`src/design/conv_defines.svh`:
```
`ifndef CONV_DEFINES_SVH
`define CONV_DEFINES_SVH

// pixel and coefficient width, signed
`define PIXEL_WIDTH 8

// saturated result width, signed
`define OUT_WIDTH 16

// plane size in pixels
`define IMG_WIDTH 12
`define IMG_HEIGHT 10

// parallel filters, one engine each
`define N_ENGINES 4

`endif

```
`src/design/conv_pkg.sv`:
```
package conv_pkg;

	`include "conv_defines.svh"

	// one input sample
	typedef logic signed [`PIXEL_WIDTH-1:0] pixel_t;

	// one filter tap, same width as a pixel
	typedef logic signed [`PIXEL_WIDTH-1:0] coeff_t;

	// vertical slice of the 5x5 window
	// row0 is the oldest line (top), row4 the pixel just received
	typedef struct packed {
		pixel_t row0;
		pixel_t row1;
		pixel_t row2;
		pixel_t row3;
		pixel_t row4;
	} column_t;

	// 25 taps, row-major, tap 0 = top left in the low bits
	typedef coeff_t [24:0] filter_t;

	// saturated engine output
	typedef logic signed [`OUT_WIDTH-1:0] result_t;

	// one result per engine, engine 0 in the low bits
	typedef result_t [`N_ENGINES-1:0] bundle_t;

	// input side four-phase handshake
	typedef enum logic [1:0] {
		IDLE, // waiting for pix_req
		ACK,  // pixel taken, ack high until req falls
		DROP  // ack low again, one guard cycle
	} lb_state_e;

	// output side bundle register
	typedef enum logic [1:0] {
		EMPTY,  // nothing held
		OFFER,  // out_req high
		RETIRE  // sink acked, wait for ack to fall
	} out_state_e;

endpackage

```
`src/design/result_collector.sv`:
```
module result_collector (
	input  logic              clk,
	input  logic              rst_n,
	input  logic              res_valid,
	input  conv_pkg::bundle_t res_in,
	input  logic              out_ack,
	output logic              out_req,
	output conv_pkg::bundle_t out_bundle,
	output logic              busy
);
	import conv_pkg::*;

	out_state_e state;
	logic       capture;

	// only an empty register can take a bundle
	// line buffer stalls on busy, so res_valid never hits a full register
	assign capture = (state == EMPTY) && res_valid;

	assign out_req = (state == OFFER);

	// covers the result on its way in and the held bundle
	assign busy = res_valid || (state != EMPTY);

	// four-phase output handshake
	always_ff @(posedge clk) begin
		if (!rst_n) begin
			state <= EMPTY;
		end else begin
			case (state)
				EMPTY: begin
					if (capture) begin
						state <= OFFER; // req rises next cycle
					end
				end
				OFFER: begin
					if (out_ack) begin
						state <= RETIRE; // drop req
					end
				end
				RETIRE: begin
					// no new req while the sink still acks
					if (!out_ack) begin
						state <= EMPTY;
					end
				end
				default: state <= EMPTY;
			endcase
		end
	end

	// bundle register, stable while offered
	always_ff @(posedge clk) begin
		if (capture) begin
			out_bundle <= res_in;
		end
	end

endmodule
```
`config.mk`:
```
export PLATFORM = sky130hd
export DESIGN_NAME = result_collector
export DESIGN_NICKNAME = d
export VERILOG_FILES = /design/src/design/conv_pkg.sv /design/src/design/result_collector.sv
export VERILOG_INCLUDE_DIRS = /design/src /design/src/design
export SDC_FILE = /design/constraint.sdc
export NUM_CORES = 1
export LEC_CHECK = 0
export BUFFER_PORTS_ARGS = -buffer_cell sky130_fd_sc_hd__clkbuf_2
export CORE_UTILIZATION = 44
export DETAILED_ROUTE_END_ITERATION = 10
export PLACE_DENSITY_LB_ADDON = 0.2
export SYNTH_ARGS = -nofsm -noshare
export SYNTH_HDL_FRONTEND = slang
export SYNTH_SLANG_ARGS = --single-unit
```
`constraint.sdc`:
```
create_clock -name clk -period 12.6 [get_ports clk]
set_input_delay 1.26 -clock clk [delete_from_list [all_inputs] [get_ports clk]]
set_output_delay 1.26 -clock clk [all_outputs]
set_load 0.05 [all_outputs]
```
==> metrics <==
CTS Buf Count=9; RePlAce Congestion=0.693; Fin. Hold Viols=0; Root Driver=clkbuf_8; num ports=134; Critical Path RT=11.34 ns; largest net degree at the start of global routing=65; total track usage=16.1%; nets=288; Hold WS=0.563 ns; startpoint types=primary input; Worst Tran Pin Value=0.780 ns; Post-Syn Area per Cell=26.9 µm²; highest-count cells in the layout ignoring fill and taps=133 x clkbuf_2, 64 x edfxtp_1, 9 x clkbuf_8; Max Freq=316 MHz; area used by multi-input combinational logic=63.8 µm²; Static Leak=0.00132 µW; Residual DRC=0; Slew Viols, Final=0; I/O Buffers=133; commonest non-fill, non-tap cell in the layout=clkbuf_2; row count=24; Syn. warnings=0; status=finished clean; Vias/cell=4.60; Worst Hold Class=reg -> reg; final setup vio count=0; remaining antenna violation count=0; Post-CTS Resized=0; vias in the first global route=1,332; # diodes=0; CTS H-tree depth=3; syn nets=143; Placeable Area=0.00438 mm²; Setup TNS=0 ns; clock sink count=66; endpoint class of the critical path=primary output; Crit Path Max Fanout=3; sequential-to-total area share from yosys stat=97.1%; initial core utilization=46.1%; Total Power=528 µW; crit path kind=in -> out; first-pass GRT wire length=5.70 mm; setup bufs post-CTS=0; maxcap violations=0; initial antenna violation count=0; WL final=3.68 mm; layout cells sized above 1=66.2%; GRT overflow=0; Initial DRT Pass Iterations=4; RSZ-0062 raised after global routing=no; Detailed Route Iter0 Violations=79; CTS tree=done; clock slew seen by the registers of the worst setup and hold paths=0.06 ns; Power Density=178 mW/mm²; Fill cells=313; CP arrival=1.90 ns; Skew-Pair Late Insertion Delay=0.33 ns; Peak supply drop=0.0945 mV; final worst slack=9.44 ns; Post-Synthesis Cells=75; Die ar.=0.00487 mm²; Die Wd=69.8 µm; Post-Syn Area=0.00202 mm²; Final Cycle Share=25.1%; post-placement setup slack=9.44 ns; min Tclk post-route=3.16 ns; DR WL/cell=13.3 µm; hold-fix buffers at CTS=0; synth unique cells=9; max_slew headroom=48.0%; Die Height=69.8 µm; via count=1,273; Clock Tree Buf Depth=2; register cell area after layout=0.00196 mm²; Seq cells post-synth=66; area delta synth->final=47.1%; Clock Skew=0.00815 ns
==> critical path: stages <==
cell and delay, ns:
clkbuf_2 0.09, or3_1 0.31, clkbuf_2 0.24
==> per-layer routing <==
layer	track usage, %	vias to the layer above	routed length, µm
li1	-	588	-
met1	15.2	581	1280
met2	27.1	92	1830
met3	7.41	12	449
met4	11.3	0	119
met5	0	-	0
==> Yosys cell counts, drive strengths merged <==
master  instances  area, µm²
a21oi           1       5.00
and3            1       6.26
dfxtp           2       40.0
edfxtp         64       1920
nand2b          3       18.8
nor2b           1       6.26
nor3b           1       7.51
or3             1       6.26
xor2            1       8.76
==> layout make-up <==
cell class / instances / area share, %
Clock buffer: 10 / 4.29
Clock inverter: 6 / 2.74
Multi-Input combinational cell: 9 / 2.15
Sequential cell: 66 / 66.0
Tap cell: 52 / 2.19
Timing Repair Buffer: 134 / 22.6
==> power breakdown <==
group	leakage, µW	internal, µW	switching [µW]	total, µW
Combinational	0.000591	17.4	64.8	82.2
Clock	0.000104	110	72.6	183
Sequential	0.000629	260	4.23	264
Total	0.00132	387	142	528
==> path summary, 6_finish.rpt <==
check,startpoint,to,slack (ns),cells after the start
hold / removal,state[0],state[0],0.56,2
setup / recovery,res_valid,busy,9.44,3
hold reg to reg,state[0],state[0],0.56,2
setup reg to reg,state[0],out_bundle[26],11.01,2
==> flip-flops by register name (all words and copies together) (netlist names) <==
name / count
out_bundle: 64
state: 2
==> through the flow <==
step	utilization (%)	instance area (µm²)	cells
2_1_floorplan	-	2020	75
3_3_place_gp	63.0	2760	261
3_5_place_dp	63.0	2760	261
4_1_cts	67.8	2970	277
5_1_grt	67.8	2970	277
6_report	67.8	2970	277
==> cell families after synthesis <==
logic type | Yosys count | share of synthesized area, %
and+or+nand+nor | 7 | 2.23
xor gates and xnor gates | 1 | 0.434
AOI/OAI and AO/OA | 1 | 0.247
DFF | 66 | 97.1
(Power assumes the default switching activity.)
